**src/backend_pkg.sv**
```systemverilog
package backend_pkg;

    localparam int NUM_AREGS   = 32;
    localparam int NUM_PREGS   = 128;
    localparam int FREE_DEPTH  = 96;    // pregs left after the identity map
    localparam int MUL_LATENCY = 3;
    localparam int DIV_CYCLES  = 33;    // load, 32 steps, then writeback

    typedef logic [31:0] data_t;
    typedef logic [4:0]  areg_t;
    typedef logic [6:0]  preg_t;
    typedef logic [7:0]  seq_t;         // carried through untouched

    typedef enum logic [3:0] {
        ADD,
        SUB,
        AND,
        OR,
        XOR,
        SLL,
        MUL,
        DIV,
        REM
    } op_t;

    // divider sequencing
    typedef enum logic [1:0] {
        IDLE,
        RUN,
        DONE
    } div_state_t;

endpackage

```
**src/mul_unit.sv**
```systemverilog
`timescale 1ns/1ps

module mul_unit (
    input  logic               clk,
    input  logic               reset,
    input  logic               start,
    input  backend_pkg::op_t   op,
    input  backend_pkg::data_t a,
    input  backend_pkg::data_t b,
    input  backend_pkg::seq_t  id,
    input  backend_pkg::preg_t pd,
    input  backend_pkg::preg_t old_pd,
    output logic               wb_en,
    output backend_pkg::preg_t wb_pd,
    output backend_pkg::data_t wb_data,
    output backend_pkg::seq_t  wb_id,
    output backend_pkg::preg_t wb_old_pd
);

    localparam int L = backend_pkg::MUL_LATENCY;

    logic [L-1:0]       vld;
    backend_pkg::seq_t  id_q     [L];
    backend_pkg::preg_t pd_q     [L];
    backend_pkg::preg_t old_pd_q [L];
    backend_pkg::data_t p1_lo;      // a * b[15:0], low word
    logic [15:0]        p1_hi;      // cross term, only low half reaches the result
    backend_pkg::data_t p2_sum;
    backend_pkg::data_t p3_prod;

    always_ff @(posedge clk) begin
        if (reset) begin
            vld <= '0;
        end else begin
            vld <= {vld[L-2:0], start};
        end
    end

    always_ff @(posedge clk) begin
        id_q[0]     <= id;
        pd_q[0]     <= pd;
        old_pd_q[0] <= old_pd;
        for (int i = 1; i < L; i++) begin
            id_q[i]     <= id_q[i-1];
            pd_q[i]     <= pd_q[i-1];
            old_pd_q[i] <= old_pd_q[i-1];
        end
        p1_lo   <= a * {16'b0, b[15:0]};
        p1_hi   <= a[15:0] * b[31:16];
        p2_sum  <= p1_lo + {p1_hi, 16'b0};
        p3_prod <= p2_sum;
    end

    assign wb_en     = vld[L-1];
    assign wb_id     = id_q[L-1];
    assign wb_pd     = pd_q[L-1];
    assign wb_old_pd = old_pd_q[L-1];
    assign wb_data   = p3_prod;

    a_mul_only: assert property (@(posedge clk) disable iff (reset)
        start |-> op == backend_pkg::MUL);

endmodule

```
**config.mk**
```make
export PLATFORM = sky130hd
export DESIGN_NAME = mul_unit
export DESIGN_NICKNAME = d
export VERILOG_FILES = /design/src/backend_pkg.sv /design/src/mul_unit.sv
export SDC_FILE = /design/constraint.sdc
export NUM_CORES = 1
export LEC_CHECK = 0
export ABC_AREA = 1
export BUFFER_PORTS_ARGS = -buffer_cell sky130_fd_sc_hd__buf_2
export CAP_MARGIN = 0
export CORE_MARGIN = 10
export CORE_UTILIZATION = 27
export CTS_CLUSTER_DIAMETER = 30
export CTS_CLUSTER_SIZE = 40
export DETAILED_ROUTE_END_ITERATION = 16
export PLACE_DENSITY = 0.54
export SLEW_MARGIN = 5
export SYNTH_ARGS = -nofsm -noshare
export SYNTH_HDL_FRONTEND = slang
export SYNTH_SLANG_ARGS = --single-unit
```
**constraint.sdc**
```tcl
create_clock -name clk -period 6.11 [get_ports clk]
set_input_delay 0.9165 -clock clk [delete_from_list [all_inputs] [get_ports clk]]
set_output_delay 0.9165 -clock clk [all_outputs]
set_load 0.05 [all_outputs]
```
Yosys cells after proc, flatten, opt, wreduce, memory -nomap -nowiden
Memory sizes are Yosys's and may differ from the RTL's. Cells that the tools add are included.

Memories kept: 3. Bits of input ports: 93. Memory bits (writable): 66. Logic and storage cells: 11. Register bits after elaboration: 115.

Add/subtract/negate cells: 1. $mul: 2.

Memories: id_q (words 3, bits a word 8, rd ports 3, clocked after Yosys merged registers in 0, wr ports 3, line mul_unit.sv:23) `backend_pkg::seq_t id_q [L];`; old_pd_q (words 3, bits a word 7, rd ports 3, clocked after Yosys merged registers in 0, wr ports 3, line mul_unit.sv:25) `backend_pkg::preg_t old_pd_q [L];`; pd_q (words 3, bits a word 7, rd ports 3, clocked after Yosys merged registers in 0, wr ports 3, line mul_unit.sv:24) `backend_pkg::preg_t pd_q [L];`.

Operators by type and width (number): adder 32 bit (1); multiplier 32 x 16 -> 32 bit (1); multiplier 16 x 16 -> 16 bit (1).

Depth between registers and ports, before layout
Word-level depth: 1. Gate-level depth with buffers: 31. Mapped depth without buffers: 29.

Worst setup path before layout
Ideal clock, no wire load.

Path type: input to register. From: in b[2]. To: reg p1_lo[28]. Buffers on the path: 2. Cell stages on the path: 21. Arrival: 5865 ps. Library setup time: 121 ps. Setup slack: 124 ps. Cell sequence: clkbuf_1 -> clkbuf_1 -> nand2_1 -> fa_1 -> fa_1 -> fa_1 -> inv_1 -> fa_1 -> fa_1 -> inv_1 -> fa_1 -> inv_1 -> ha_1 -> a21oi_1 -> inv_1 -> a21oi_1 -> o21ai_0 -> nand3b_2 -> nand2_1 -> nand3_1 -> xor2_1.

Cells in the longest elaborated chain, start to end: 1.

RTL lines: start, declared (line mul_unit.sv:9) `input backend_pkg::data_t b,`; multiplier 32 x 16 -> 32 bit (line mul_unit.sv:48) `p1_lo <= a * {16'b0, b[15:0]};`; end signal, assigned (line mul_unit.sv:48); end, declared (line mul_unit.sv:26) `backend_pkg::data_t p1_lo;`.

Every way passes these cells. A chain may end at the register's enable or synchronous reset.

Worst setup path in the final report
From: in a[12]. To: reg p1_lo[31].

Cells in the longest elaborated chain, start to end: 1.

RTL lines: start, declared (line mul_unit.sv:8) `input backend_pkg::data_t a,`; multiplier 32 x 16 -> 32 bit (line mul_unit.sv:48).

Every way passes these cells.

==> results.cfg <==
[worst_setup_path]
crit_type = primary input to flop
path_common_cell = fa_1
worstPathCellList = buf_2 -> buf_4 -> buf_4 -> nand2_1 -> fa_1 -> inv_1 -> fa_1 -> fa_1 -> fa_1 -> fa_1 -> inv_1 -> fa_1 -> inv_1 -> ha_1 -> nand2_1 -> nor2_1 -> nand2_1 -> nor3_1 -> nand2_1 -> inv_1 -> nor2_1 -> nand3_1 -> nand2_1
endpoint_kind = flop
worst_setup_path_start_kind = primary input
arrival_ps = 6090
critical_path.max_fanout = 12
cp_slowest_stage_delay_ps = 510
cp.required_ps = 6410
slowest_stage = fa_1
r2r_slack_ps = 4270

[yosys]
ys_ff_latch = 181
synth-seq-area-share = 0.172
ys_types = 49
synth_cells = 2587
synthAdderAreaFrac = 0.442
synthFlopType = dfxtp_1
synth_simple_gate_area_frac = 0.155
synth.avg_cell_area_um2 = 8.14
synth-async-reset-ratio = 0
muxShareOfSynthArea = 0
synth_top_family_by_area = adder cells
ys_warn_count = 0
synth_edf_count = 0
synth_compound_area_frac = 0.0368
synth_area_um2 = 21100
synthTopCellsByArea = fa_1 (37%), dfxtp_1 (17%), inv_1 (13%), nand2_1 (12%), ha_1 (7.7%)
synth_top_cell_by_area = fa_1
syn_nets = 3194
synth_top_area_share = 0.366
synth_xor_area_frac = 0.0315

[die]
core_area_um2 = 77500
dieArea_um2 = 89600
std_cell_rows = 102
start_util = 0.272
die_w_um = 299
ios = 148
dieHeight_um = 299

[sta]
relSlewSlack = 0.469
worst_slew_pin_slew_ps = 797
finalHoldViolCount = 0
timing.final.crit_share = 0.947
rsz0062_at_grt = false
finalCriticalPeriod_ps = 5780
skew_ps = 6.43
finalSetupViolCount = 0
fmax_mhz = 173
drv_slew = 0

[cells_and_area]
final_nets = 3413
final_util = 0.318
area_delta_synth_final_pct = 16.8
layout_common_cells = inv_1 (745), nand2_1 (692), fa_1 (385)
fillCellCount = 8286
final-instance-count-excl-fill = 3859
drive_gt1_frac = 0.138
finalInstanceArea_um2 = 24600
n_antenna_cell = 0
mostFrequentLayoutCell = inv_1

[job]
drv_cap = 0

[clock_tree]
cts.sinks = 181
clk_pin_slew_ps = 80
cts_tree = done
clock_path_buffers = 2
h-tree-depth = 4
root_buffer = clkbuf_16
clk_latency_ps = 440
numCtsBuffers = 17

[global_routing]
grt_pass1_wl_um = 89400
grt_pass1_vias = 16500
grt_antenna_before_repair = 0
grt_max_degree = 29
grt_usage = 0.125
gr-total-overflow = 0

[route]
wl_met3_um = 2410
wl_met1_um = 24700
remaining_drc_errors = 0
viasPerCell = 4.04
first_iter_violations = 868
ant_nets = 0
dr.max_layer_used = met4
firstDrtPassIters = 5
wl_per_cell_um = 14.2
wl_met2_um = 26800
postRouteWirelength_um = 54800
vias = 15600

[place]
dp.cells = 3827
place.gp.congestion = 0.838
port_buffers = 143
hpwl_um = 46700
dpl_cell_area_um2 = 24000

[status]
outcome = finished clean

[worst_hold_path]
min_path_type = flop to flop
==> worst paths after layout <==
path	endpoint	startpoint	depth (start not counted)
hold reg to reg	id_q[0][17]$_DFF_P_	id_q[0][9]$_DFF_P_	0
hold / removal	id_q[0][17]$_DFF_P_	id_q[0][9]$_DFF_P_	0
setup / recovery	p1_lo[31]$_DFF_P_	a[12]	23
setup reg to reg	p2_sum[29]$_DFF_P_	p1_hi[2]$_DFF_P_	10
==> area by class of cell <==
cell class / count / area, µm² / share of cell area
Clock inverter: 14 / 141 / 0.00575
Clock buffer: 18 / 429 / 0.0174
Sequential cell: 181 / 3620 / 0.147
Tap cell: 1040 / 1300 / 0.0529
Inverter: 748 / 2810 / 0.114
Timing Repair Buffer: 324 / 2280 / 0.0927
Multi-Input combinational cell: 1534 / 14000 / 0.570
==> registers in the layout (all words and copies together) (netlist names) <==
signal	flops
p1_lo	32
wb_data	32
vld	3
id_q	24
old_pd_q	21
p2_sum	32
pd_q	21
p1_hi	16
==> synthesized netlist by cell type, types with 4 or more instances <==
library cell / number
inv_1: 745
nand2_1: 692
fa_1: 385
dfxtp_1: 181
ha_1: 129
clkbuf_1: 68
a21oi_1: 53
xor2_1: 52
nand3_1: 48
nor2_1: 46
buf_4: 33
xnor2_1: 22
o21ai_0: 21
buf_1: 10
buf_2: 10
a21o_1: 9
nand2_2: 8
nor3_1: 8
a21oi_2: 7
nand4_1: 5
o21a_1: 5
o21ai_1: 5
nand3_2: 4
o31ai_1: 4
==> kinds of logic (layout without fill, tap and decap cells) <==
kind of cell,count (synthesis),count (layout)
DFF,181,181
buffers and inverters,872,1104
adders and majority gates,514,514
AOI/OAI and AO/OA,124,124
and+or+nand+nor,821,821
xor gates and xnor gates,75,75
==> through the flow <==
step | setup WS (ps) | hold WS, ps | setup TNS, ps
floorplan | 124 | 310 | 0
global placement | -121 | 310 | -691
detailed placement | -134 | 312 | -818
CTS | 279 | 323 | 0
global route | 61.7 | 329 | 0
finish | 326 | 323 | 0
==> repair_timing <==
action                                 in CTS  in global routing
endpoints found under the hold margin       0                  0
resized for setup                           0                  2
buffers inserted                            0                  0
hold buffers                                0                  0
setup endpoints to repair                   0                  1
==> worst max-delay path: cells and delay by family <==
kind | cells | cell delay, ps
buffers and inverters | 7 | 860
and+or+nand+nor | 9 | 960
adders and majority gates | 7 | 3320
==> metal layers <==
| layer | global-route usage | vias up |
|---|---|---|
| li1 | - | 7726 |
| met1 | 0.162 | 7532 |
| met2 | 0.220 | 317 |
| met3 | 0.0163 | 34 |
| met4 | 0.0274 | 0 |
| met5 | 0 | - |
Power is not shown: default switching activity piles up to over one toggle a cycle in this logic, so the estimate is an artifact.
