**src/backend_pkg.sv**
```systemverilog
package backend_pkg;

    localparam int NUM_AREGS   = 32;
    localparam int NUM_PREGS   = 128;
    localparam int FREE_DEPTH  = 96;    // pregs left after the identity map
    localparam int MUL_LATENCY = 3;
    localparam int DIV_CYCLES  = 33;    // load, 32 steps, then writeback

    typedef logic [31:0] data_t;
    typedef logic [4:0]  areg_t;
    typedef logic [6:0]  preg_t;
    typedef logic [7:0]  seq_t;         // carried through untouched

    typedef enum logic [3:0] {
        ADD,
        SUB,
        AND,
        OR,
        XOR,
        SLL,
        MUL,
        DIV,
        REM
    } op_t;

    // divider sequencing
    typedef enum logic [1:0] {
        IDLE,
        RUN,
        DONE
    } div_state_t;

endpackage

```
**src/alu_unit.sv**
```systemverilog
`timescale 1ns/1ps

module alu_unit (
    input  logic               clk,
    input  logic               reset,
    input  logic               start,
    input  backend_pkg::op_t   op,
    input  backend_pkg::data_t a,
    input  backend_pkg::data_t b,
    input  backend_pkg::seq_t  id,
    input  backend_pkg::preg_t pd,
    input  backend_pkg::preg_t old_pd,
    output logic               wb_en,
    output backend_pkg::preg_t wb_pd,
    output backend_pkg::data_t wb_data,
    output backend_pkg::seq_t  wb_id,
    output backend_pkg::preg_t wb_old_pd
);

    always_ff @(posedge clk) begin
        if (reset) begin
            wb_en <= 1'b0;
        end else begin
            wb_en <= start;
        end
    end

    always_ff @(posedge clk) begin
        if (start) begin
            case (op)
                backend_pkg::ADD: wb_data <= a + b;
                backend_pkg::SUB: wb_data <= a - b;
                backend_pkg::AND: wb_data <= a & b;
                backend_pkg::OR:  wb_data <= a | b;
                backend_pkg::XOR: wb_data <= a ^ b;
                backend_pkg::SLL: wb_data <= a << b[4:0];  // shamt from low 5 bits
                default:          wb_data <= '0;
            endcase
            wb_pd     <= pd;
            wb_id     <= id;
            wb_old_pd <= old_pd;
        end
    end

endmodule

```
**config.mk**
```make
export PLATFORM = sky130hd
export DESIGN_NAME = alu_unit
export DESIGN_NICKNAME = d
export VERILOG_FILES = /design/src/backend_pkg.sv /design/src/alu_unit.sv
export SDC_FILE = /design/constraint.sdc
export NUM_CORES = 1
export LEC_CHECK = 0
export BUFFER_PORTS_ARGS = -buffer_cell sky130_fd_sc_hd__buf_2
export CAP_MARGIN = 15
export CORE_UTILIZATION = 34
export DETAILED_ROUTE_END_ITERATION = 12
export GPL_ROUTABILITY_DRIVEN = 0
export GPL_TIMING_DRIVEN = 0
export PLACE_DENSITY_LB_ADDON = 0.15
export SLEW_MARGIN = 5
export SYNTH_ARGS = -nofsm -noshare
export SYNTH_HDL_FRONTEND = slang
export SYNTH_SLANG_ARGS = --single-unit
```
**constraint.sdc**
```tcl
create_clock -name clk -period 6.4 [get_ports clk]
set_input_delay 1.28 -clock clk [delete_from_list [all_inputs] [get_ports clk]]
set_output_delay 1.28 -clock clk [all_outputs]
set_load 0.01 [all_outputs]
```
Yosys cells after proc, flatten, opt, wreduce, memory -nomap -nowiden
Index checks and enable logic that the tools add are counted.

operators by class
  add/sub/neg operators = 2
  equal/unequal tests = 5
  shift operators = 1
  muxes and demuxes = 1
  bitwise gates (word level) = 3
  reductions and logical operators = 1

operator list
  cell                number
  $pmux 32 s6         1
  $add 32x32->32      1
  $and 32x32->32      1
  $or 32x32->32       1
  $shl 32x5->32       1
  $sub 32x32->32      1
  $xor 32x32->32      1
  $eq 4x2->1 const B  2
  $eq 4x3->1 const B  2
  $eq 4x1->1 const B  1
  $logic_not 4->1     1

word-level totals
  register bits after elaboration = 55
  output and inout port bits = 55
  word-level logic and storage cells = 18

Logic depth before layout (Yosys ltp)
  word-level depth = 2
  mapped depth = 21
  mapped depth without buffers = 17

Least setup slack after synthesis
No wires, ideal clock.

  kind = input-to-reg
  start = input b[1]
  end = register wb_data[29], data pin
  arrival = 4.698 ns
  slack = 1.437 ns
  stages on the path = 20
  cell sequence = buf_2 buf_2 buf_2 inv_1 ha_1 nand2b_1 nor3_1 nand2_2 nor2_2 nand2_1 o21ai_0 xnor2_1 ha_1 a21oi_1 o211ai_1 a211o_1 a221o_1 a31oi_1 xor2_1 o21ai_1

on the way
  word-level cells in the longest chain between the ends = 2
  elaborated cells between the ends (all ways) = 4
  those cells by class = add/sub: 2; shift: 1; mux: 1

ends and longest elaborated chain
  what                                    RTL line        RTL
  from (decl)                             alu_unit.sv:9   input backend_pkg::data_t b,
  $sub 32x32->32 (tied with other cells)  alu_unit.sv:32  backend_pkg::SUB: wb_data <= a - b;
  $pmux 32 s6 *                           alu_unit.sv:30  case (op)
  to (signal assigned)                    alu_unit.sv:31  backend_pkg::ADD: wb_data <= a + b;
  to (signal assigned)                    alu_unit.sv:32
  to (signal assigned)                    alu_unit.sv:33  backend_pkg::AND: wb_data <= a & b;
  to (decl)                               alu_unit.sv:15  output backend_pkg::data_t wb_data,

Mark *: on every way between the ends. The rest lies on a longest branch, timed or not.
A chain may end at the register's enable or synchronous reset.

Worst setup path after layout
  start = input op[3]
  end = register wb_data[17], data pin

on the way
  word-level cells in the longest chain between the ends = 2
  elaborated cells between the ends (all ways) = 7
  those cells by class = eq/ne: 5; mux: 1; reduce/logical: 1

ends and longest elaborated chain
  what                                RTL line        RTL
  from (decl)                         alu_unit.sv:7   input backend_pkg::op_t op,
  $eq 4x3->1 (tied with other cells)  alu_unit.sv:30
  $pmux 32 s6 *                       alu_unit.sv:30

Marked as above.

==> flow_summary.yaml <==
grt:
  overflow: 0
  grt_usage_pct: 25.4
  grt_pass1_vias: 7364
  antenna_found_initial: 0
  grt_pass1_wl_um: 45200
  grt_max_degree: 40
power_and_ir_drop:
  power_frac_seq_pct: 30.8
  netSwitchingFraction_pct: 39.6
  p_int_uw: 868
  leakage_uw: 0.00395
  p_per_area_nw_per_um2: 158
  power.total_uw: 1440
  p_switching_uw: 569
  p_clk_share_pct: 23.0
  peakVddDrop_mv: 0.0913
  pwr-share-comb_pct: 46.2
drt:
  wl_um: 30400
  dr.pass1.iters: 5
  vias: 7880
  drt.antenna.violating_nets: 0
  drt_iter0_markers: 740
  top_layer: "met4"
  drc_errors: 0
  dr_wl_met2_um: 13400
  wl_met1_um: 13500
  dr_wl_met3_um: 2570
  drt-wirelength-per-cell_um: 22.9
  vias_per_cell: 5.93
critical_path:
  crit_top_cell: "nand2_1"
  startpoint_type: "input pin"
  cpPeakStageDelay_ps: 700
  criticalPathCategory: "input pin to register"
  cp.required_ps: 6440
  cp_max_fo: 10
  cp-end-kind: "register"
  arrival_ps: 6170
  crit_chain: "clkbuf_1 > nor3_4 > nand2_1 > clkbuf_1 > nand2_1 > xnor2_1 > ha_1 > nand2_1 > a211oi_1 > o21ai_0 > o211ai_1 > a21oi_1 > xnor2_1 > a221o_1"
  crit_path_top_delay_cell: "nor3_4"
floorplanning:
  die-width_um: 154
  initial_core_util_pct: 34.6
  dieArea_um2: 23600
  fp.dieH_um: 154
  ios: 148
  rows: 55
  coreArea_um2: 22600
layout:
  nets: 1233
  nFillCells: 2358
  antenna_cells: 0
  final_cell_area_um2: 9100
  layout_commonest_cell: "buf_2"
  layout-drive-gt1-share_pct: 20.4
  fin_cells: 1328
  register_area_um2: 1640
  postLayoutCoreUtil_pct: 40.3
  multiInputGateArea_um2: 5630
  final_cell_mix: "buf_2, ha_1, inv_1"
  area_delta_synth_final_pct: 16.6
cts:
  clk_path_buf_depth: 2
  post_cts_buffers: 0
  cts_tree: "done"
  clkTransAtPathRegs_ps: 70
  h-tree-depth: 2
  cts_root_buffer: "clkbuf_16"
  cts-buffers-inserted: 5
  cts_sinks: 55
placement:
  place_inst: 1320
  io_buffers: 146
  hpwl_um: 24300
  post_dp_cell_area_um2: 8910
timing:
  worst_pin_slew_ps: 910
  slew_violations: 0
  fmax_ghz: 0.163
  rsz0062_at_grt: "no"
  max_slew_margin_pct: 38.7
  period_share_pct: 95.8
  setup_viol: 0
  hold_violations: 0
  tns_ps: 0
  fin_crit_ps: 6130
min_path:
  min_path_type: "input pin to register"
  hold_path_depth: 2
  holdPathEnd: "wb_en$_SDFF_PP0_"
  hold_start: "reset"
outcome:
  status: "finished, final reports clean"
synthesis:
  ys_ff_latch: 55
  synthDistinctLibCells: 80
  async_flop_share_pct: 0
  synthSimpleGateAreaFrac_pct: 13.0
  syn-num-nets: 1079
  synthAdderAreaFrac_pct: 15.8
  synth_area_um2: 7800
  synth_compound_area_share_pct: 22.3
  synth-edff-count: 54
  synth.area.mux_share_pct: 14.6
  synth_xor_area_share_pct: 6.06
  synth_seq_area_share_pct: 21.0
  synth_top_family_by_area: "compound AO/OA/AOI/OAI gates"
  syn_inst: 888
  synth_area_leaders: "edfxtp_1, ha_1, mux4_2, a21oi_1, o21ai_0"
  yosysTopAreaCell: "edfxtp_1"
  yosysWarnings: 0
  synthFlopType: "edfxtp_1"
  syn_area_per_cell_um2: 8.79
  synth_top_area_share_pct: 20.8
run:
  maxCapViolations: 0
==> synth_stat cells (9+ instances only) <==
master    number
a22oi_1       23
edfxtp_1      54
inv_1         72
nor2_1        49
nand4_1        9
nor3_1        13
clkbuf_1      35
buf_2         13
mux2i_1       31
nand2b_1       9
nand3_1       14
a31oi_1       12
a21oi_1       69
mux4_1        11
nand2_1       70
o21ai_0       69
xor2_1        16
xnor2_1       38
mux4_2        19
o211ai_1      10
ha_1          97
==> flip-flops by register name, summed over array words and instances, names as in the netlist <==
| register | cells |
|---|---|
| wb_data | 32 |
| wb_id | 8 |
| wb_old_pd | 7 |
| wb_pd | 7 |
| wb_en | 1 |
==> kinds of logic (layout without fill, tap and decap cells) <==
kind of cell | count (synthesis) | after routing
AOI/OAI and AO/OA | 273 | 273
and+or+nand+nor | 207 | 207
buffers and inverters | 131 | 286
adders and majority gates | 98 | 98
muxes | 70 | 70
DFF | 55 | 55
xor gates and xnor gates | 54 | 54
==> cell type report <==
cell class / instances / area share [%]
Inverter: 77 / 3.18
Sequential cell: 55 / 18.0
Timing Repair Buffer: 147 / 8.25
Tap cell: 285 / 3.92
Clock buffer: 6 / 1.42
Multi-Input combinational cell: 702 / 61.8
Clock inverter: 2 / 0.413
Buffer: 54 / 2.93
==> timing repair <==
| item | in CTS | in global routing |
|---|---|---|
| resized for setup | 1 | 2 |
| hold buffers | 0 | 0 |
| setup endpoints to repair | 2 | 3 |
==> worst max-delay path: cells and delay by family <==
kind            cells  cell delay (ps)
simple gates        4             1610
xor+xnor            2              300
buf+inv             2              720
compound gates      5             1890
fa+ha+maj           1              370
==> worst max path at each step <==
stage                      from                    end  slack [ps]  cells after the start
after floorplan            b[1]  wb_data[29]$_DFFE_PP_        1440                     20
after global placement    op[3]  wb_data[22]$_DFFE_PP_        -440                     15
after detailed placement  op[3]  wb_data[22]$_DFFE_PP_        -340                     15
final                     op[3]  wb_data[17]$_DFFE_PP_         270                     14
after CTS                 op[3]  wb_data[22]$_DFFE_PP_         250                     15
after global routing       b[1]  wb_data[24]$_DFFE_PP_          80                     20
==> power by group through the flow <==
stage               combinational [uW]  clock, uW  sequential, uW
floorplan                          384          0             472
global placement                   642          0             450
detailed placement                 644          0             451
CTS                                648        338             443
global route                       717        349             446
finish                             664        331             442
==> metrics by stage <==
step           hold WS (ps)  worst slack (ps)
2_1_floorplan          1350              1440
3_3_place_gp           1440              -442
3_5_place_dp           1440              -344
4_1_cts                1120               254
5_1_grt                1120              84.2
6_report               1120               268
==> metal layers <==
| metal | GRT usage [%] | vias up |
|---|---|---|
| met1 | 35.4 | 3767 |
| li1 | - | 3644 |
| met4 | 8.14 | 0 |
| met2 | 39.5 | 407 |
| met5 | 0 | - |
| met3 | 4.45 | 62 |
(Power assumes the default switching activity.)
