## src/backend_pkg.sv

```systemverilog
package backend_pkg;

    localparam int NUM_AREGS   = 32;
    localparam int NUM_PREGS   = 128;
    localparam int FREE_DEPTH  = 96;    // pregs left after the identity map
    localparam int MUL_LATENCY = 3;
    localparam int DIV_CYCLES  = 33;    // load, 32 steps, then writeback

    typedef logic [31:0] data_t;
    typedef logic [4:0]  areg_t;
    typedef logic [6:0]  preg_t;
    typedef logic [7:0]  seq_t;         // carried through untouched

    typedef enum logic [3:0] {
        ADD,
        SUB,
        AND,
        OR,
        XOR,
        SLL,
        MUL,
        DIV,
        REM
    } op_t;

    // divider sequencing
    typedef enum logic [1:0] {
        IDLE,
        RUN,
        DONE
    } div_state_t;

endpackage

```

## src/div_unit.sv

```systemverilog
`timescale 1ns/1ps

module div_unit (
    input  logic               clk,
    input  logic               reset,
    input  logic               start,
    input  backend_pkg::op_t   op,
    input  backend_pkg::data_t a,
    input  backend_pkg::data_t b,
    input  backend_pkg::seq_t  id,
    input  backend_pkg::preg_t pd,
    input  backend_pkg::preg_t old_pd,
    output logic               busy,
    output logic               wb_en,
    output backend_pkg::preg_t wb_pd,
    output backend_pkg::data_t wb_data,
    output backend_pkg::seq_t  wb_id,
    output backend_pkg::preg_t wb_old_pd
);

    backend_pkg::div_state_t state;
    backend_pkg::data_t      quo;       // dividend shifts out as quotient shifts in
    backend_pkg::data_t      rem;
    backend_pkg::data_t      divisor;
    backend_pkg::seq_t       id_q;
    backend_pkg::preg_t      pd_q;
    backend_pkg::preg_t      old_pd_q;
    logic                    is_rem;
    logic [5:0]              step;
    logic [32:0]             rem_shift;
    logic [32:0]             rem_diff;

    assign rem_shift = {rem, quo[31]};
    assign rem_diff  = rem_shift - {1'b0, divisor};
    assign busy      = (state != backend_pkg::IDLE);
    assign wb_en     = (state == backend_pkg::DONE);
    assign wb_data   = is_rem ? rem : quo;      // final values held through DONE

    always_ff @(posedge clk) begin
        if (reset) begin
            state <= backend_pkg::IDLE;
            step  <= '0;
        end else begin
            case (state)
                backend_pkg::IDLE: begin
                    if (start) begin
                        state <= backend_pkg::RUN;
                        step  <= '0;
                    end
                end
                backend_pkg::RUN: begin
                    step <= step + 6'd1;
                    if (step == 6'(backend_pkg::DIV_CYCLES - 2)) begin
                        state <= backend_pkg::DONE;     // last of 32 steps
                    end
                end
                default: begin
                    state <= backend_pkg::IDLE;
                end
            endcase
        end
    end

    // zero divisor always subtracts, leaving quotient all ones, remainder = dividend
    always_ff @(posedge clk) begin
        if (state == backend_pkg::IDLE && start) begin
            quo      <= a;
            rem      <= '0;
            divisor  <= b;
            is_rem   <= (op == backend_pkg::REM);
            id_q     <= id;
            pd_q     <= pd;
            old_pd_q <= old_pd;
        end else if (state == backend_pkg::RUN) begin
            if (!rem_diff[32]) begin
                rem <= rem_diff[31:0];
                quo <= {quo[30:0], 1'b1};
            end else begin
                rem <= rem_shift[31:0];
                quo <= {quo[30:0], 1'b0};
            end
        end
    end

    // tags stay put until the next start, which follows writeback
    assign wb_id     = id_q;
    assign wb_pd     = pd_q;
    assign wb_old_pd = old_pd_q;

    a_no_start_busy: assert property (@(posedge clk) disable iff (reset)
        start |-> !busy);

endmodule

```

## config.mk

```make
export PLATFORM = sky130hd
export DESIGN_NAME = div_unit
export DESIGN_NICKNAME = d
export VERILOG_FILES = /design/src/backend_pkg.sv /design/src/div_unit.sv
export SDC_FILE = /design/constraint.sdc
export NUM_CORES = 1
export LEC_CHECK = 0
export BUFFER_PORTS_ARGS = -buffer_cell sky130_fd_sc_hd__buf_2
export CORE_UTILIZATION = 55
export DETAILED_ROUTE_END_ITERATION = 10
export PLACE_DENSITY = 0.79
export RECOVER_POWER = 100
export SYNTH_ARGS = -nofsm -noshare
export SYNTH_HDL_FRONTEND = slang
export SYNTH_SLANG_ARGS = --single-unit
```

## constraint.sdc

```tcl
create_clock -name clk -period 3.15 [get_ports clk]
set_input_delay 0.315 -clock clk [delete_from_list [all_inputs] [get_ports clk]]
set_output_delay 0.315 -clock clk [all_outputs]
set_load 0.03 [all_outputs]
```

After elaboration in Yosys (flattened, before gate mapping)
Cells that the tools add are included.
Word-level totals
  output and inout bits: 56
  logic and storage cells: 34
  register bits after elaboration: 127
  bits of input ports: 93
Operators by class
  mux-type cells: 10
  $add $sub $neg: 2
  eq/ne operators: 6
  reduce and logical (&&, ||, !) cells: 7
Operators with widths (count)
  two-way mux 32 bit: 4
  subtractor 33 x 32 -> 33 bit: 1
  one-hot mux 6 bit (2 select lines): 1
  adder 6 x 1 -> 6 bit, second input constant: 1
  equality test 6 x 5 -> 1 bit, second input constant: 1
  two-way mux 6 bit: 1
  nonzero test 2 bit: 3
  equality test 4 bit, second input constant: 1
  two-way mux 2 bit: 2
  != test 2 bit, second input constant: 2
  one-hot mux 2 bit (2 select lines): 1
  AND reduction 2 bit: 2
  equality test 2 x 1 -> 1 bit, second input constant: 1
  equality test 2 bit, second input constant: 1
  logical NOT 2 bit: 1
  logical AND 1 bit: 1
  two-way mux 1 bit: 1

Longest topological paths before layout
  word-level depth: 4
  mapped depth: 14
  gate-level depth less buffers: 12

Worst setup path before layout
No wires, ideal clock.
  kind: register to register
  start point: reg state[1]
  end point: reg divisor[0], enable pin
  path buffers: 1
  stages on the path, launching flop included: 5
  arrival time: 2.411 ns
  slack: 0.299 ns
  required time: 2.709 ns
  setup time: 0.441 ns
  period minus slack after synthesis: 2.851 ns
  cell sequence: dfxtp_1 -> nor2_1 -> nand2_1 -> clkinv_1 -> clkbuf_1
On the way
  cells in the longest elaborated chain, start to end: 2
Ends and longest elaborated chain
  start, declared: RTL line div_unit.sv:21  | backend_pkg::div_state_t state;
  start signal, assigned: RTL line div_unit.sv:41  | state <= backend_pkg::IDLE;
  start signal, assigned: RTL line div_unit.sv:47  | state <= backend_pkg::RUN;
  start signal, assigned: RTL line div_unit.sv:54  | state <= backend_pkg::DONE;
  logical NOT 2 bit: RTL line div_unit.sv:66  | if (state == backend_pkg::IDLE && start) begin
  logical AND 1 bit: RTL line div_unit.sv:66
  end signal, assigned: RTL line div_unit.sv:69  | divisor <= b;
  end, declared: RTL line div_unit.sv:24  | backend_pkg::data_t divisor;
No other way between the ends.
A chain may end at the register's enable or synchronous reset.

Worst setup path in the final report
  start point: reg state[1]
  end point: reg quo[30], enable pin
On the way
  cells in the longest elaborated chain, start to end: 3
  elaborated cells on any way between the ends: 4
  those cells by class: eq/ne: 1; reduce/logical: 3
Ends and longest elaborated chain
  logical NOT 2 bit: RTL line div_unit.sv:66
  logical AND 1 bit: RTL line div_unit.sv:66
  nonzero test 2 bit (no source line) (*)
  end signal, assigned: RTL line div_unit.sv:77  | quo <= {quo[30:0], 1'b1};
  end signal, assigned: RTL line div_unit.sv:80  | quo <= {quo[30:0], 1'b0};
  end, declared: RTL line div_unit.sv:22  | backend_pkg::data_t quo;
Every way passes the cells marked *; elsewhere a longest branch is shown, timed or not.

==> results.md <==
- Largest net degree at the start of global routing: about 90
- Post-synth top flop: edfxtp_1
- Drt initial violations: approximately 360
- Worst Hold Class: input pin to flop
- Global-route wire length before repair: about 26,000 um
- Max VDD drop: approximately 0.00054 V
- N_diodes: 0
- Setup crit end kind: flop
- Slew Limit Fails: 89
- Die ar.: 12,950 sq um
- Pre-antenna DRT Iters: 5
- Grt ovf: 0
- Outcome: finished, violations left
- Count leader, synth: nand2_1
- Number of global-route vias before repair: approximately 5,600
- WL/cell: between 15 and 20 um
- Post-Place Cells: ~1,000
- Final WS setup: approximately 210 ps
- Max Clock Skew: 11.89 ps
- CTS tree: yes
- Worst-margin pin slew: roughly 2000 ps
- Final setup violation count: 0
- Syn Area/Cell: between 10 and 15 sq um
- P_sw: ~1.7 mW
- Part of the power in combinational logic: between 20% and 30%
- Global router's overall resource usage: about a quarter
- Failing checks: capacitance limit, slew limit
- Number of synthesized flops with an enable pin: 87
- Min Tclk post-route: between 2000 and 3000 ps
- CP startpoint kind: flop
- Async set-reset flop share out of synthesis: 0%
- Power density over cell area: about 650 nW/um^2
- Top post-synthesis cells by area: edfxtp_1, dfxtp_1, nand2_1
- Max_slew headroom: -33.04%
- Top cell type's share of synthesized area: 37.99%
- Clock Power Share: between 30% and 40%
- TritonCTS buffer count: 17
- Sw frac: slightly above 30%
- Sequential fraction of the synthesis area: between 40% and 50%
- Clock slew at reported path FFs: ~60 ps
- Hold path depth: 1
- Area grow syn2layout: 21.72%
- WP data required: roughly 3200 ps
- Crit Path Max Fanout: 27
- Final Net Count: ~960
- Most frequent cells after synthesis: nand2_1, edfxtp_1, a21oi_1, dfxtp_1, o21ai_0
- #FFs+latches synth: ~130
- Final wirelength: 16,180 um
- Fill cell count: 989
- Vias per inst: approximately 5.5
- Hold Startpoint: b[25]
- Clock sinks: around 130
- Die height: 113.8 um
- CP Data Arrival Time: slightly below 3000 ps
- Drc violations: 0
- Later-pin clock latency in the skew report: 430 ps
- Min Hold Slack: 57.45 ps
- Site Rows: 40
- Max Root-Sink Buffers: 2
- P_int: around 3.8 mW
- Area leader, netlist: edfxtp_1
- Hold endpoint: divisor[25]
- RR Startpoint: state[1]
- Initial Util: between 50% and 60%
- Root Buffer: clkbuf_16
- Cell variety after synth: 57
- H-tree lvl count: 4
- Initial antenna violation count: 0
- Post-synthesis cell area: between 6000 and 7000 sq um
- Share of power burned in registers: 38.2%
- Post-layout instance count excluding filler cells: approximately 1,000
- R2r setup slk: 210 ps
- Layout cells sized above 1: a little over a fifth
- Fmax achieved: between 0.3 and 0.4 GHz
- Setup CP Type: flop to flop
- Reg2Reg Depth: 7
- Net Count, Synth: slightly above 800
- Total number of vias: 5,553
- Synth Instances: ~680
- Sum Neg Setup Slack: 0 ps
- Yosys warns: 0
- Final Hold Vio Count: 0
- Core ar.: around 12,000 sq um
- Pre-CTS WS: 13.69 ps
- Antenna Nets Post-Route: 0
- I/O pins: ~150
- Leakage power: between 3 and 4 nW
- Crit share post-route: ~93%
- Reg-to-Reg End: quo[30]
- Horiz. Die Dim: roughly 110 um
- Crit path from: state[1]
- Port Buf Inserts: around 150
- Overall Power: between 5 and 6 mW
- Max-Cap Viols: 1
- HPWL Detailed: 10,940 um
- Hold Buf Count CTS: 0
- Placer Congestion: roughly 0.86
cells by family after synthesis:
group | Yosys count | synth area share (%)
simple gates | 215 | 13.48
xor+xnor | 29 | 3.694
fa+ha+maj | 34 | 6.296
flops | 127 | 49.64
mux | 51 | 8.006
buf+inv | 70 | 4.385
compound gates | 156 | 14.50
state kept, by name (all words and copies together), names as in the netlist:
register,flops
state,2
wb_old_pd,7
quo,32
is_rem,1
rem,32
step,6
wb_id,8
wb_pd,7
divisor,32
cells in the final DEF, fill, tap and decap left out, drive strengths merged, types with 2 or more instances in the layout:
cell type	n
clkinvlp	4
o21ai	47
mux2	32
o21bai	6
and3	2
bufinv	3
nor4	2
edfxtp	87
a32oi	6
a31oi	5
or3	3
inv	38
a211oi	2
a311oi	3
a21o	18
buf	103
a41oi	2
a21oi	47
o21a	5
o41ai	2
clkbuf	81
nand2	141
nand4	4
o2111ai	2
clkinv	4
xor2	15
nand2b	5
dfxtp	40
ha	33
xnor2	14
and4	2
nor2	25
nand3	13
mux2i	19
a22o	3
nor2b	8
o211ai	3
nor3	6
layer usage:
layer | vias up | track usage (%) | wire length (um)
li1 | 2736 | - | -
met1 | 2626 | 33.29 | 7442
met5 | - | 0 | 0
met4 | 0 | 10.82 | 248
met2 | 173 | 42.64 | 7626
met3 | 18 | 6.057 | 857
final cells by class:
| type | count | area (sq um) | share of cell area (%) |
|---|---|---|---|
| tap | 168 | 210.2 | 2.511 |
| clock buffer | 20 | 446.7 | 5.336 |
| clock inverter | 12 | 161.4 | 1.928 |
| multi-input combinational | 485 | 3188 | 38.09 |
| inverter | 37 | 140.1 | 1.674 |
| timing repair buffer | 164 | 810.8 | 9.686 |
| sequential | 127 | 3413 | 40.78 |
worst max-delay path: stages, from the launching register on:
cell and delay [ps]:
dfxtp_1 330, nor2_1 140, nand2_1 100, clkinvlp_2 100, nor2_2 40, buf_4 230
inv_1 610, clkbuf_1 970
what timing repair did:
item                       CTS  global route
setup buffers                0             1
resized for setup            0            10
setup endpoints to repair    0            30
power groups by stage:
stage          clock network (mW)  logic (mW)  registers [mW]
6_report                     2.01        1.38            2.09
5_1_grt                      2.10        1.52            2.11
4_1_cts                      2.04        1.38            2.09
3_5_place_dp                    0        1.37            2.12
3_3_place_gp                    0        1.34            2.12
2_1_floorplan                   0       0.982            2.12
metrics by stage:
| step | util (%) | area [sq um] |
|---|---|---|
| floorplan | - | 6877 |
| finish | 69.11 | 8371 |
| global placement | 64.39 | 7799 |
| global route | 69.11 | 8371 |
| CTS | 69.41 | 8407 |
| detailed placement | 64.39 | 7799 |
how the worst max path moves through the flow:
stage,endpoint,cells after the start
4_1_cts,rem[13],12
5_1_grt,rem[21],14
3_3_place_gp,rem[13],12
6_report,quo[30],7
2_1_floorplan,divisor[0],4
3_5_place_dp,rem[13],12
Power figures use the tool's default switching activity.
