===== src/backend_pkg.sv =====
package backend_pkg;

    localparam int NUM_AREGS   = 32;
    localparam int NUM_PREGS   = 128;
    localparam int FREE_DEPTH  = 96;    // pregs left after the identity map
    localparam int MUL_LATENCY = 3;
    localparam int DIV_CYCLES  = 33;    // load, 32 steps, then writeback

    typedef logic [31:0] data_t;
    typedef logic [4:0]  areg_t;
    typedef logic [6:0]  preg_t;
    typedef logic [7:0]  seq_t;         // carried through untouched

    typedef enum logic [3:0] {
        ADD,
        SUB,
        AND,
        OR,
        XOR,
        SLL,
        MUL,
        DIV,
        REM
    } op_t;

    // divider sequencing
    typedef enum logic [1:0] {
        IDLE,
        RUN,
        DONE
    } div_state_t;

endpackage


===== src/issue_stage.sv =====
`timescale 1ns/1ps

module issue_stage (
    input  logic               clk,
    input  logic               reset,
    input  logic               ren_valid,
    input  backend_pkg::seq_t  ren_id,
    input  backend_pkg::op_t   ren_op,
    input  backend_pkg::preg_t ren_ps1,
    input  backend_pkg::preg_t ren_ps2,
    input  backend_pkg::preg_t ren_pd,
    input  backend_pkg::preg_t ren_old_pd,
    input  backend_pkg::data_t rf_data1,
    input  backend_pkg::data_t rf_data2,
    input  logic               rf_valid1,
    input  logic               rf_valid2,
    input  logic               rf_valid3,
    input  logic               div_busy,
    output logic               issue_full,
    output backend_pkg::preg_t rd_addr1,
    output backend_pkg::preg_t rd_addr2,
    output backend_pkg::preg_t rd_addr3,
    output logic               alu_start,
    output logic               mul_start,
    output logic               div_start,
    output backend_pkg::op_t   ex_op,
    output backend_pkg::data_t ex_a,
    output backend_pkg::data_t ex_b,
    output backend_pkg::seq_t  ex_id,
    output backend_pkg::preg_t ex_pd,
    output backend_pkg::preg_t ex_old_pd
);

    logic               slot_valid;
    backend_pkg::seq_t  slot_id;
    backend_pkg::op_t   slot_op;
    backend_pkg::preg_t slot_ps1;
    backend_pkg::preg_t slot_ps2;
    backend_pkg::preg_t slot_pd;
    backend_pkg::preg_t slot_old_pd;
    logic               is_mul;
    logic               is_div;
    logic               fire;

    assign is_mul = (slot_op == backend_pkg::MUL);
    assign is_div = (slot_op == backend_pkg::DIV) || (slot_op == backend_pkg::REM);

    // old_pd valid means every earlier user of the register is done
    assign fire = slot_valid && rf_valid1 && rf_valid2 && rf_valid3 &&
                  !(is_div && div_busy);
    assign issue_full = slot_valid && !fire;

    always_ff @(posedge clk) begin
        if (reset) begin
            slot_valid <= 1'b0;
        end else if (!issue_full) begin
            slot_valid <= ren_valid;
        end
    end

    always_ff @(posedge clk) begin
        if (!issue_full) begin
            slot_id     <= ren_id;
            slot_op     <= ren_op;
            slot_ps1    <= ren_ps1;
            slot_ps2    <= ren_ps2;
            slot_pd     <= ren_pd;
            slot_old_pd <= ren_old_pd;
        end
    end

    assign rd_addr1  = slot_ps1;
    assign rd_addr2  = slot_ps2;
    assign rd_addr3  = slot_old_pd;

    assign alu_start = fire && !is_mul && !is_div;
    assign mul_start = fire && is_mul;
    assign div_start = fire && is_div;

    assign ex_op     = slot_op;
    assign ex_a      = rf_data1;    // operands read in the fire cycle
    assign ex_b      = rf_data2;
    assign ex_id     = slot_id;
    assign ex_pd     = slot_pd;
    assign ex_old_pd = slot_old_pd;

    a_one_start: assert property (@(posedge clk) disable iff (reset)
        $onehot0({alu_start, mul_start, div_start}));

endmodule


===== config.mk =====
export PLATFORM = sky130hd
export DESIGN_NAME = issue_stage
export DESIGN_NICKNAME = d
export VERILOG_FILES = /design/src/backend_pkg.sv /design/src/issue_stage.sv
export SDC_FILE = /design/constraint.sdc
export NUM_CORES = 1
export LEC_CHECK = 0
export BUFFER_PORTS_ARGS = -buffer_cell sky130_fd_sc_hd__buf_2
export CORE_AREA = 2 2 87 89
export CTS_CLUSTER_SIZE = 12
export DETAILED_ROUTE_END_ITERATION = 10
export DIE_AREA = 0 0 89 91
export GPL_TIMING_DRIVEN = 0
export PLACE_DENSITY = 0.69
export SYNTH_ARGS = -nofsm -noshare
export SYNTH_HDL_FRONTEND = slang
export SYNTH_SLANG_ARGS = --single-unit

===== constraint.sdc =====
create_clock -name clk -period 2.34 [get_ports clk]
set_clock_uncertainty 0.05 [all_clocks]
set_input_delay 0.117 -clock clk [delete_from_list [all_inputs] [get_ports clk]]
set_output_delay 0.117 -clock clk [all_outputs]
set_load 0.01 [all_outputs]

# --- Yosys cells after proc, flatten, opt, wreduce, memory -nomap -nowiden ---
# Index checks and enable logic that the tools add are counted.
totals:
  ff_bits: 41
  out_inout_bits: 115
op_classes:
  n_eq_ne: 3
  reduce_logical: 15
op_table:
  columns: ["op", "n"]
  rows:
  - ["logical AND 1 bit", 10]
  - ["equality test 4 x 3 -> 1 bit (second input constant)", 2]
  - ["equality test 4 bit (second input constant)", 1]
  - ["zero test 1 bit", 4]
  - ["logical OR 1 bit", 1]

# --- Logic depth before layout (Yosys ltp) ---
# Gate-level depths: netlist of the first run.
logic_depth:
  ltp_word: 7
  ltp_mapped: 3
  depth_no_buf: 3

# --- Worst setup path before layout of the first run ---
# OpenSTA, ideal clock, no wires.
synth_path:
  path_type: "flip-flop to flip-flop"
  start: "reg slot_op[1], in the netlist ex_op[1]"
  end: "reg slot_id[0], in the netlist ex_id[0] (enable)"
  setup_time_ps: 400
  arrival_ps: 1902
  t_required_ps: 1890
  slack_ps: -12
  stages_incl_launch_ff: 4
  path_buffers: 0
  synth_period_minus_slack_ps: 2352
  path_cell_list: "edfxtp_1 > and3b_1 > a21oi_2 > o21a_1"
synth_via:
  elab_chain_len: 7
  elab_cells_between_ends: 8
  classes_between: "eq/ne: 2; reduce/logical: 6"
synth_lines:
  columns: ["item", "line", "source"]
  rows:
  - ["start: declaration", "issue_stage.sv:36", "backend_pkg::op_t slot_op;"]
  - ["start signal: assignment", "issue_stage.sv:64", "slot_op <= ren_op;"]
  - ["equality test 4 x 3 -> 1 bit or equality test 4 bit (tied branches)", "issue_stage.sv:46", "assign is_div = (slot_op == backend_pkg::DIV) || (slot_op == backend_pkg::REM);"]
  - ["logical OR 1 bit *", "issue_stage.sv:46", null]
  - ["logical AND 1 bit *", "issue_stage.sv:50", "!(is_div && div_busy);"]
  - ["zero test 1 bit *", "issue_stage.sv:50", null]
  - ["logical AND 1 bit *", "issue_stage.sv:49", "assign fire = slot_valid && rf_valid1 && rf_valid2 && rf_valid3 &&"]
  - ["zero test 1 bit *", "issue_stage.sv:51", "assign issue_full = slot_valid && !fire;"]
  - ["logical AND 1 bit *", "issue_stage.sv:51", null]
  - ["end signal: assignment", "issue_stage.sv:63", "slot_id <= ren_id;"]
  - ["end: declaration", "issue_stage.sv:35", "backend_pkg::seq_t slot_id;"]
# Every way passes the cells marked *; elsewhere a longest branch is shown, timed or not.
# A chain may end at the register's enable or synchronous reset.

# --- Worst setup path after layout of the first run ---
layout_path:
  start: "reg slot_op[1], in the netlist ex_op[1]"
  end: "reg slot_old_pd[1], in the netlist ex_old_pd[1] (enable)"
layout_via:
  elab_chain_len: 7
  elab_cells_between_ends: 8
  classes_between: "eq/ne: 2; reduce/logical: 6"
layout_lines:
  columns: ["item", "line", "source"]
  rows:
  - ["equality test 4 x 3 -> 1 bit or equality test 4 bit (tied branches)", "issue_stage.sv:46", null]
  - ["logical OR 1 bit *", "issue_stage.sv:46", null]
  - ["logical AND 1 bit *", "issue_stage.sv:50", null]
  - ["zero test 1 bit *", "issue_stage.sv:50", null]
  - ["logical AND 1 bit *", "issue_stage.sv:49", null]
  - ["zero test 1 bit *", "issue_stage.sv:51", null]
  - ["logical AND 1 bit *", "issue_stage.sv:51", null]
  - ["end signal: assignment", "issue_stage.sv:68", "slot_old_pd <= ren_old_pd;"]
  - ["end: declaration", "issue_stage.sv:40", "backend_pkg::preg_t slot_old_pd;"]
# Marked as above.

==> results of run 1 <==
-- metal layers --
| layer | vias up | track usage [%] | share of wire [%] |
|---|---|---|---|
| met5 | - | 0 | 0 |
| met3 | 12 | 4.091 | 11 |
| met4 | 0 | 6.095 | 2.4 |
| met2 | 135 | 25.93 | 55 |
| li1 | 783 | - | - |
| met1 | 730 | 12.08 | 31 |
-- cells in the mapped netlist --
| library cell | instances |
|---|---|
| o21a_1 | 1 |
| nor3b_1 | 1 |
| a31oi_1 | 1 |
| o21ai_0 | 1 |
| nor3_2 | 1 |
| o31ai_2 | 1 |
| buf_4 | 71 |
| a21oi_2 | 1 |
| dfxtp_1 | 1 |
| nor4b_4 | 1 |
| nand4_1 | 1 |
| nor3_1 | 1 |
| nand2_1 | 2 |
| and3b_1 | 1 |
| edfxtp_1 | 40 |
| inv_1 | 1 |
| nor2b_1 | 1 |
-- kinds of logic after synthesis --
| group | share of synthesized area (%) |
|---|---|
| DFF | 65.20 |
| buffers and inverters | 28.66 |
| AOI/OAI and AO/OA | 2.138 |
| and+or+nand+nor | 4.008 |
-- worst min-delay path by stage --
stage	endpoint	from	slack (ns)
after floorplan	ex_id[0]	ren_id[0]	0.17
after global placement	rd_addr2[4]	ren_ps2[4]	0.24
after detailed placement	ex_pd[0]	ren_pd[0]	0.25
after CTS	slot_valid	reset	0.002
after global routing	slot_valid	div_busy	0.14
final	slot_valid	div_busy	0.14
-- what timing repair did --
| item | 4_1_cts | 5_1_grt |
|---|---|---|
| setup buffers | 0 | 0 |
| hold buffers | 40 | 1 |
| hold endpoints to repair | 40 | 1 |
-- report_power, final --
group / switching [W] / internal, W / total (W)
clock network: 0.000237 / 0.000315 / 0.000552
logic: 0.000199 / 0.000249 / 0.000447
registers: 0.0000308 / 0.000897 / 0.000927
-- flip-flops by register name, indices dropped and copies added, names as in the netlist --
register    count
ex_old_pd       7
rd_addr1        7
ex_op           4
slot_valid      1
ex_pd           7
rd_addr2        7
ex_id           8
-- placed cells by master (no fill, tap or decap), types with 2 or more instances in the layout --
master / netlist / final
dlygate4sd3_1: 0 / 41
buf_2: 0 / 161
nand2_1: 2 / 2
edfxtp_1: 40 / 40
clkbuf_8: 0 / 5
buf_4: 71 / 71
-- cell type report --
| cell class | count | area, um^2 |
|---|---|---|
| Tap cell | 99 | 123.9 |
| Buffer | 71 | 533.0 |
| Clock buffer | 6 | 72.57 |
| Multi-Input combinational cell | 14 | 116.4 |
| Timing Repair Buffer | 202 | 1216 |
| Fill cell | 674 | 3816 |
| Clock inverter | 2 | 33.78 |
| Inverter | 1 | 3.754 |
| Sequential cell | 41 | 1221 |
-- per-stage QoR --
step / cell area, um^2 / total power [W] / utilization [%]
final: 3321 / 0.001927 / 46.53
after global routing: 3321 / 0.002016 / 46.53
after CTS: 3311 / 0.001942 / 46.39
after detailed placement: 2804 / 0.001342 / 39.29
after global placement: 2804 / 0.001329 / 39.29
after floorplan: 1874 / 0.001151 / -
-- worst max-delay path: stages, from the launching register on --
cell and delay (ns):
edfxtp_1 0.45, and3b_1 0.25, a21oi_2 0.25, o21a_2 0.79
==> flow_summary.ini, run 1 <==
[critical_path]
required_ns = 2.21
worstSetupPathType = flop to flop
reg2regPathDepth = 3
r2r-start = ex_op[1]
critPathCapture = ex_old_pd[1]
worstPathMaxFanout = 40
crit_arrival_ns = 2.04
cp-end-kind = flop
r2r-end = ex_old_pd[1]
startpoint_type = flop
crit_start = ex_op[1]
ff2ff_setup_slack_ns = 0.16

[clock_network]
cts_max_path_buffers = 2
clock_latency_ns = 0.28
cts.sinks = 41
cts_tree = yes
root_buffer = clkbuf_8
cts_max_level = 2
numCtsBuffers = 5
cts_resized = 0
cts.reportedPaths.clkPinSlew_ns = 0.07

[route]
drt_first_iter_violations = 19
antenna_left = 0
route.detailed.wl_per_inst_um = 13.32
vias = 1660
drt_wl_total_mm = 5.807
post-route-drc-count = 0
routed_via_density = 3.807
firstDrtPassIters = 5

[synthesis]
netlist_area_mm2 = 0.001873
ys_ff_latch = 41
synth_top_area_share_pct = 64.13
synthCells = 127
ys_warn_count = 0
synthTopCellsByArea = edfxtp_1, buf_4, nor4b_4, dfxtp_1, o31ai_2
synth_cell_types = 17
yosys.area.top_type = edfxtp_1
ys_seq_area_share_pct = 65.20
synth_nets = 238
syn_avg_cell_area_um2 = 14.75

[timing]
fin_crit_ns = 2.179
slew_headroom_pct = 37.34
finalCritPeriodShare_pct = 93.11
fmaxAchievable_mhz = 459.0
finalSetupTns_ns = 0
hold_viol = 0
rsz0062_at_grt = false
hold_ws_ns = 0.1424
tightest_slew_ns = 0.9399
slew_violations = 0
setup_viol = 0
finalWorstSetupSlack_ns = 0.1612

[place]
dpl_worst_slack_ns = 0.1320
place.gp.congestion = 0.7497
place_inst = 387
io_buffer_count = 161

[cells_and_area]
antenna_cells = 0
drive_gt1_share_pct = 72.11
areaGrowthSynthToFinish_pct = 77.29
nets = 447
fin_cells = 436

[power_and_ir_drop]
p_per_area_mw_per_mm2 = 580.2
leakage_nw = 1.651
ir_worst_vdd_mv = 0.4722

[job]
cap_violations = 0

[die]
io_pins = 226
die_y_um = 91
initial_utilization_pct = 26.24
dieArea_mm2 = 0.008099
core_area_mm2 = 0.007137
row_count = 31
dieWidth_um = 89

[min_path]
hp-class = input port to flop
hold_depth = 3

[global_routing]
antenna_found_initial = 0
grt_util_all_layers_pct = 13.37
grt_overflow = 0
grt_first_pass_wirelength_mm = 8.066
grt_start_max_net_pins = 41
grt_pass1_vias = 1676

[run_status]
status = complete, no violations
No activity file was read; power rests on OpenSTA's default activity.
==> run 2: changes to the inputs <==
--- a/config.mk
+++ b/config.mk
@@ -7,10 +7,12 @@
 export LEC_CHECK = 0
 export BUFFER_PORTS_ARGS = -buffer_cell sky130_fd_sc_hd__buf_2
 export CORE_AREA = 2 2 87 89
+export CTS_BUF_LIST = sky130_fd_sc_hd__clkbuf_8 sky130_fd_sc_hd__clkbuf_16
 export CTS_CLUSTER_SIZE = 12
 export DETAILED_ROUTE_END_ITERATION = 10
 export DIE_AREA = 0 0 89 91
 export GPL_TIMING_DRIVEN = 0
+export MAX_ROUTING_LAYER = met4
 export PLACE_DENSITY = 0.69
 export SYNTH_ARGS = -nofsm -noshare
 export SYNTH_HDL_FRONTEND = slang
==> run 2 against run 1 <==
Clock power is essentially flat. Global-route usage up 0.36 points. Total power hardly changed. Sequential share of layout area is the same. Sequential power barely moved. Critical path depth unchanged. Via count up 0.12%. Routed wire length barely moved. Utilization is the same. Critical path type unchanged.
==> flow_summary.ini, run 2 (same netlist as run 1, synthesis figures left out) <==
[cells_and_area]
nFillCells = 674
final_common_cell = buf_2
multi_input_area_um2 = 116.4
fin_util_pct = 46.53
nets = 447
antenna_cells = 0
drive_gt1_share_pct = 72.11
areaGrowthSynthToFinish_pct = 77.29
seq_area_mm2 = 0.001221
largest_register_ffs = 8
mostFrequentLayoutCells = buf_2, buf_4, dlygate4sd3_1, edfxtp_1, clkbuf_8

[critical_path]
crit_arrival_ns = 2.04
cp-end-kind = flop
worstSetupPathType = flop to flop
startpoint_type = flop
worstPathMaxFanout = 40
required_ns = 2.21

[power_and_ir_drop]
ir_worst_vdd_mv = 0.4711
p_per_area_mw_per_mm2 = 579.7
leakage_nw = 1.655
fin_total_pwr_w = 0.001925

[global_routing]
grt_overflow = 0
grt_util_all_layers_pct = 13.74
grt_first_pass_wirelength_mm = 8.038
grt_pass1_vias = 1681
antenna_found_initial = 0
grt_start_max_net_pins = 41

[run_status]
status = complete, no violations

[timing]
tightest_slew_ns = 0.9385
slew_headroom_pct = 37.43
setup_viol = 0
finalSetupTns_ns = 0
finalWorstSetupSlack_ns = 0.1639
fin_crit_ns = 2.176
finalCritPeriodShare_pct = 93.00
hold_viol = 0
slew_violations = 0
rsz0062_at_grt = false
fmaxAchievable_mhz = 459.5
hold_ws_ns = 0.1423

[clock_network]
numCtsBuffers = 5
cts_tree = yes
cts_max_path_buffers = 2
cts_resized = 0
cts.reportedPaths.clkPinSlew_ns = 0.07
root_buffer = clkbuf_8
cts.sinks = 41
clock_latency_ns = 0.28
cts_max_level = 2

[place]
dpl_worst_slack_ns = 0.1320
place.gp.congestion = 0.7592
io_buffer_count = 161

[route]
firstDrtPassIters = 5
antenna_left = 0
routed_via_density = 3.812
vias = 1662
drt_wl_total_mm = 5.811
drt_first_iter_violations = 28
route.detailed.wl_per_inst_um = 13.33
post-route-drc-count = 0

[die]
row_count = 31
dieWidth_um = 89
die_y_um = 91
initial_utilization_pct = 26.24
dieArea_mm2 = 0.008099
core_area_mm2 = 0.007137
io_pins = 226

[min_path]
hp-class = input port to flop

[job]
cap_violations = 0
==> run 2: cell types whose count changed in the layout (fill, tap and decap cells not counted), sizes merged <==
| cell | delta |
|---|---|
| inv | +1 |
| clkbuf | -1 |
==> run 2: metal layers <==
metal	vias to the layer above	global-route usage, %	part of all wire, %
met5	-	-	0
met4	0	6.095	2.3
met3	12	2.818	9.7
met2	134	25.93	56
met1	733	12.89	32
li1	783	-	-
==> run 2: critical path, cell delays in order, from the launching register on <==
cell	delay, ns
edfxtp_1	0.45
and3b_1	0.25
a21oi_2	0.25
o21a_2	0.79
==> run 2: final timing paths <==
check	startpoint	endpoint	slack, ns	depth (start not counted)
min reg2reg	slot_valid	slot_valid	0.55	2
max reg2reg	ex_op[1]	ex_old_pd[5]	0.16	3
min	div_busy	slot_valid	0.14	3
max	ex_op[1]	ex_old_pd[5]	0.16	3
==> run 2: what timing repair did <==
action | CTS | global route
hold buffers | 40 | 1
endpoints found under the setup margin | 0 | 0
hold endpoints to repair | 40 | 1
buffers inserted | 0 | 0
==> run 2: cell type report <==
class | count | share of cell area [%]
multi-input combinational | 14 | 3.504
tap | 99 | 3.730
clock inverter | 3 | 1.130
inverter | 1 | 0.1130
buffer | 71 | 16.05
clock buffer | 5 | 2.072
sequential | 41 | 36.77
timing repair buffer | 202 | 36.62
==> run 2: report_power, final <==
group	switching, W	internal (W)
Combinational	0.000199	0.000249
Sequential	0.0000311	0.000897
Clock	0.000239	0.000311
Total	0.000469	0.00146
==> run 2: per-stage QoR <==
| step | area, um^2 | instances |
|---|---|---|
| floorplan | 1874 | 127 |
| global placement | 2804 | 387 |
| detailed placement | 2804 | 387 |
| CTS | 3311 | 435 |
| global route | 3321 | 436 |
| finish | 3321 | 436 |
==> run 3: changes to the inputs <==
--- a/config.mk
+++ b/config.mk
@@ -6,14 +6,15 @@
 export NUM_CORES = 1
 export LEC_CHECK = 0
 export BUFFER_PORTS_ARGS = -buffer_cell sky130_fd_sc_hd__buf_2
-export CORE_AREA = 2 2 87 89
+export CORE_ASPECT_RATIO = 1.4
+export CORE_MARGIN = 8
+export CORE_UTILIZATION = 30
 export CTS_BUF_LIST = sky130_fd_sc_hd__clkbuf_8 sky130_fd_sc_hd__clkbuf_16
 export CTS_CLUSTER_SIZE = 12
 export DETAILED_ROUTE_END_ITERATION = 10
-export DIE_AREA = 0 0 89 91
 export GPL_TIMING_DRIVEN = 0
 export MAX_ROUTING_LAYER = met4
-export PLACE_DENSITY = 0.69
+export PLACE_DENSITY = 0.78
 export SYNTH_ARGS = -nofsm -noshare
 export SYNTH_HDL_FRONTEND = slang
 export SYNTH_SLANG_ARGS = --single-unit
==> run 3 against run 2 <==
Register-to-register slack hardly changed. Fmax is 0.59% lower. Routed wire length is 27% higher. Utilization is 7.6 points higher. Worst setup slack worse by 0.013 ns. Critical path type unchanged. Largest power group unchanged. Highest routed layer unchanged.
==> flow_summary.ini, run 3 (same netlist as run 1, synthesis figures left out) <==
[cells_and_area]
antenna_cells = 0
areaGrowthSynthToFinish_pct = 76.95
drive_gt1_share_pct = 72.70
final_common_cell = buf_2
largest_register_ffs = 8
fin_cells = 409
nets = 447
nFillCells = 504
mostFrequentLayoutCells = buf_2, buf_4, dlygate4sd3_1, edfxtp_1, clkbuf_8

[clock_network]
cts_tree = yes
root_buffer = clkbuf_8
numCtsBuffers = 5
cts_max_level = 2
cts.reportedPaths.clkPinSlew_ns = 0.08
clock_latency_ns = 0.29
cts_max_path_buffers = 2
cts.sinks = 41
post_cts_buffers = 0

[critical_path]
cp-end-kind = flop
worstPathMaxFanout = 40
startpoint_type = flop
crit_arrival_ns = 2.05
required_ns = 2.20
worstSetupPathType = flop to flop

[die]
dieWidth_um = 82.78
dieArea_mm2 = 0.009064
core_area_mm2 = 0.006126
row_count = 34
initial_utilization_pct = 30.58
io_pins = 226
die_y_um = 109.5

[power_and_ir_drop]
internal_power_w = 0.001569
p_seq_share_pct = 45.5
p_per_area_mw_per_mm2 = 614.6
switching_share_pct = 22.96
p_clk_share_pct = 32.0
ir_worst_vdd_mv = 0.6810
p_comb_share_pct = 22.5
power_switching_w = 0.0004677
leakage_nw = 1.666

[job]
cap_violations = 0

[min_path]
hp-class = input port to flop

[timing]
fmaxAchievable_mhz = 456.8
rsz0062_at_grt = false
finalSetupTns_ns = 0
slew_violations = 0
setup_viol = 0
tightest_slew_ns = 0.8939
hold_viol = 0
fin_crit_ns = 2.189
finalCritPeriodShare_pct = 93.55
slew_headroom_pct = 40.40

[global_routing]
grt_overflow = 0
grt_start_max_net_pins = 41
grt_util_all_layers_pct = 14.69
grt_pass1_vias = 1802
grt_first_pass_wirelength_mm = 9.528
antenna_found_initial = 0

[place]
hpwl_mm = 5.984
place.gp.congestion = 0.6633
io_buffer_count = 161
place_inst = 360

[route]
drt_wl_total_mm = 7.388
route.detailed.wl_per_inst_um = 18.06
vias = 1697
firstDrtPassIters = 4
routed_via_density = 4.149
drt_first_iter_violations = 53
post-route-drc-count = 0
antenna_left = 0

[run_status]
status = complete, no violations
==> run 3: changes by cell type in the layout (fill, tap and decap cells not counted) <==
cell / before / now
inv_1: 2 / 1
clkinv_2: 0 / 1
bufinv_16: 1 / 2
clkinv_1: 1 / 0
==> run 3: repair_timing <==
item                      in CTS  in global routing
hold buffers                  41                  0
resized for setup              0                  0
hold endpoints to repair      41                  0
==> run 3: path summary, 6_finish.rpt <==
check             startpoint           to  slack [ns]  cells after the start
setup / recovery    ex_op[1]  rd_addr1[5]        0.15                      3
hold / removal      div_busy   slot_valid        0.14                      3
setup reg to reg    ex_op[1]  rd_addr1[5]        0.15                      3
hold reg to reg   slot_valid   slot_valid        0.55                      2
==> run 3: power by group through the flow <==
stage | clock [W] | combinational, W | sequential (W)
finish | 0.000652 | 0.000458 | 0.000927
floorplan | 0 | 0.000175 | 0.000976
global placement | 0 | 0.000404 | 0.000939
CTS | 0.000666 | 0.000464 | 0.000926
detailed placement | 0 | 0.000411 | 0.000942
global route | 0.000685 | 0.000492 | 0.000933
==> run 3: per-layer routing <==
metal / global-route usage, % / wire, um / part of all wire [%] / up-vias
met4: 6.064 / 192 / 2.6 / 0
met5: - / 0 / 0 / -
li1: - / - / - / 784
met3: 5.565 / 1157 / 16 / 19
met1: 12.94 / 2201 / 30 / 741
met2: 26.74 / 3836 / 52 / 153
==> run 3: worst max-delay path, cell delays in order, from the launching register on <==
cell,delay [ns]
edfxtp_1,0.44
and3b_1,0.24
a21oi_2,0.29
o21a_2,0.77
==> run 3: cell type report <==
type	count	area [um^2]	share of cell area [%]
Sequential cell	41	1221	36.84
Timing Repair Buffer	202	1216	36.69
Inverter	1	3.754	0.1133
Clock inverter	3	65.06	1.963
Multi-Input combinational cell	14	116.4	3.511
Tap cell	72	90.09	2.718
Buffer	71	533.0	16.08
Clock buffer	5	68.82	2.076
==> run 3: through the flow <==
stage,total power (W),setup WS (ns),instance area (um^2),utilization (%),hold WS (ns)
floorplan,0.001151,0.3830,1874,-,0.1659
global placement,0.001343,0.2319,2770,45.22,0.2440
detailed placement,0.001353,0.1781,2770,45.22,0.2452
CTS,0.002056,0.1705,3314,54.11,0.1060
global route,0.002110,0.08708,3314,54.11,0.1163
finish,0.002037,0.1510,3314,54.11,0.1392
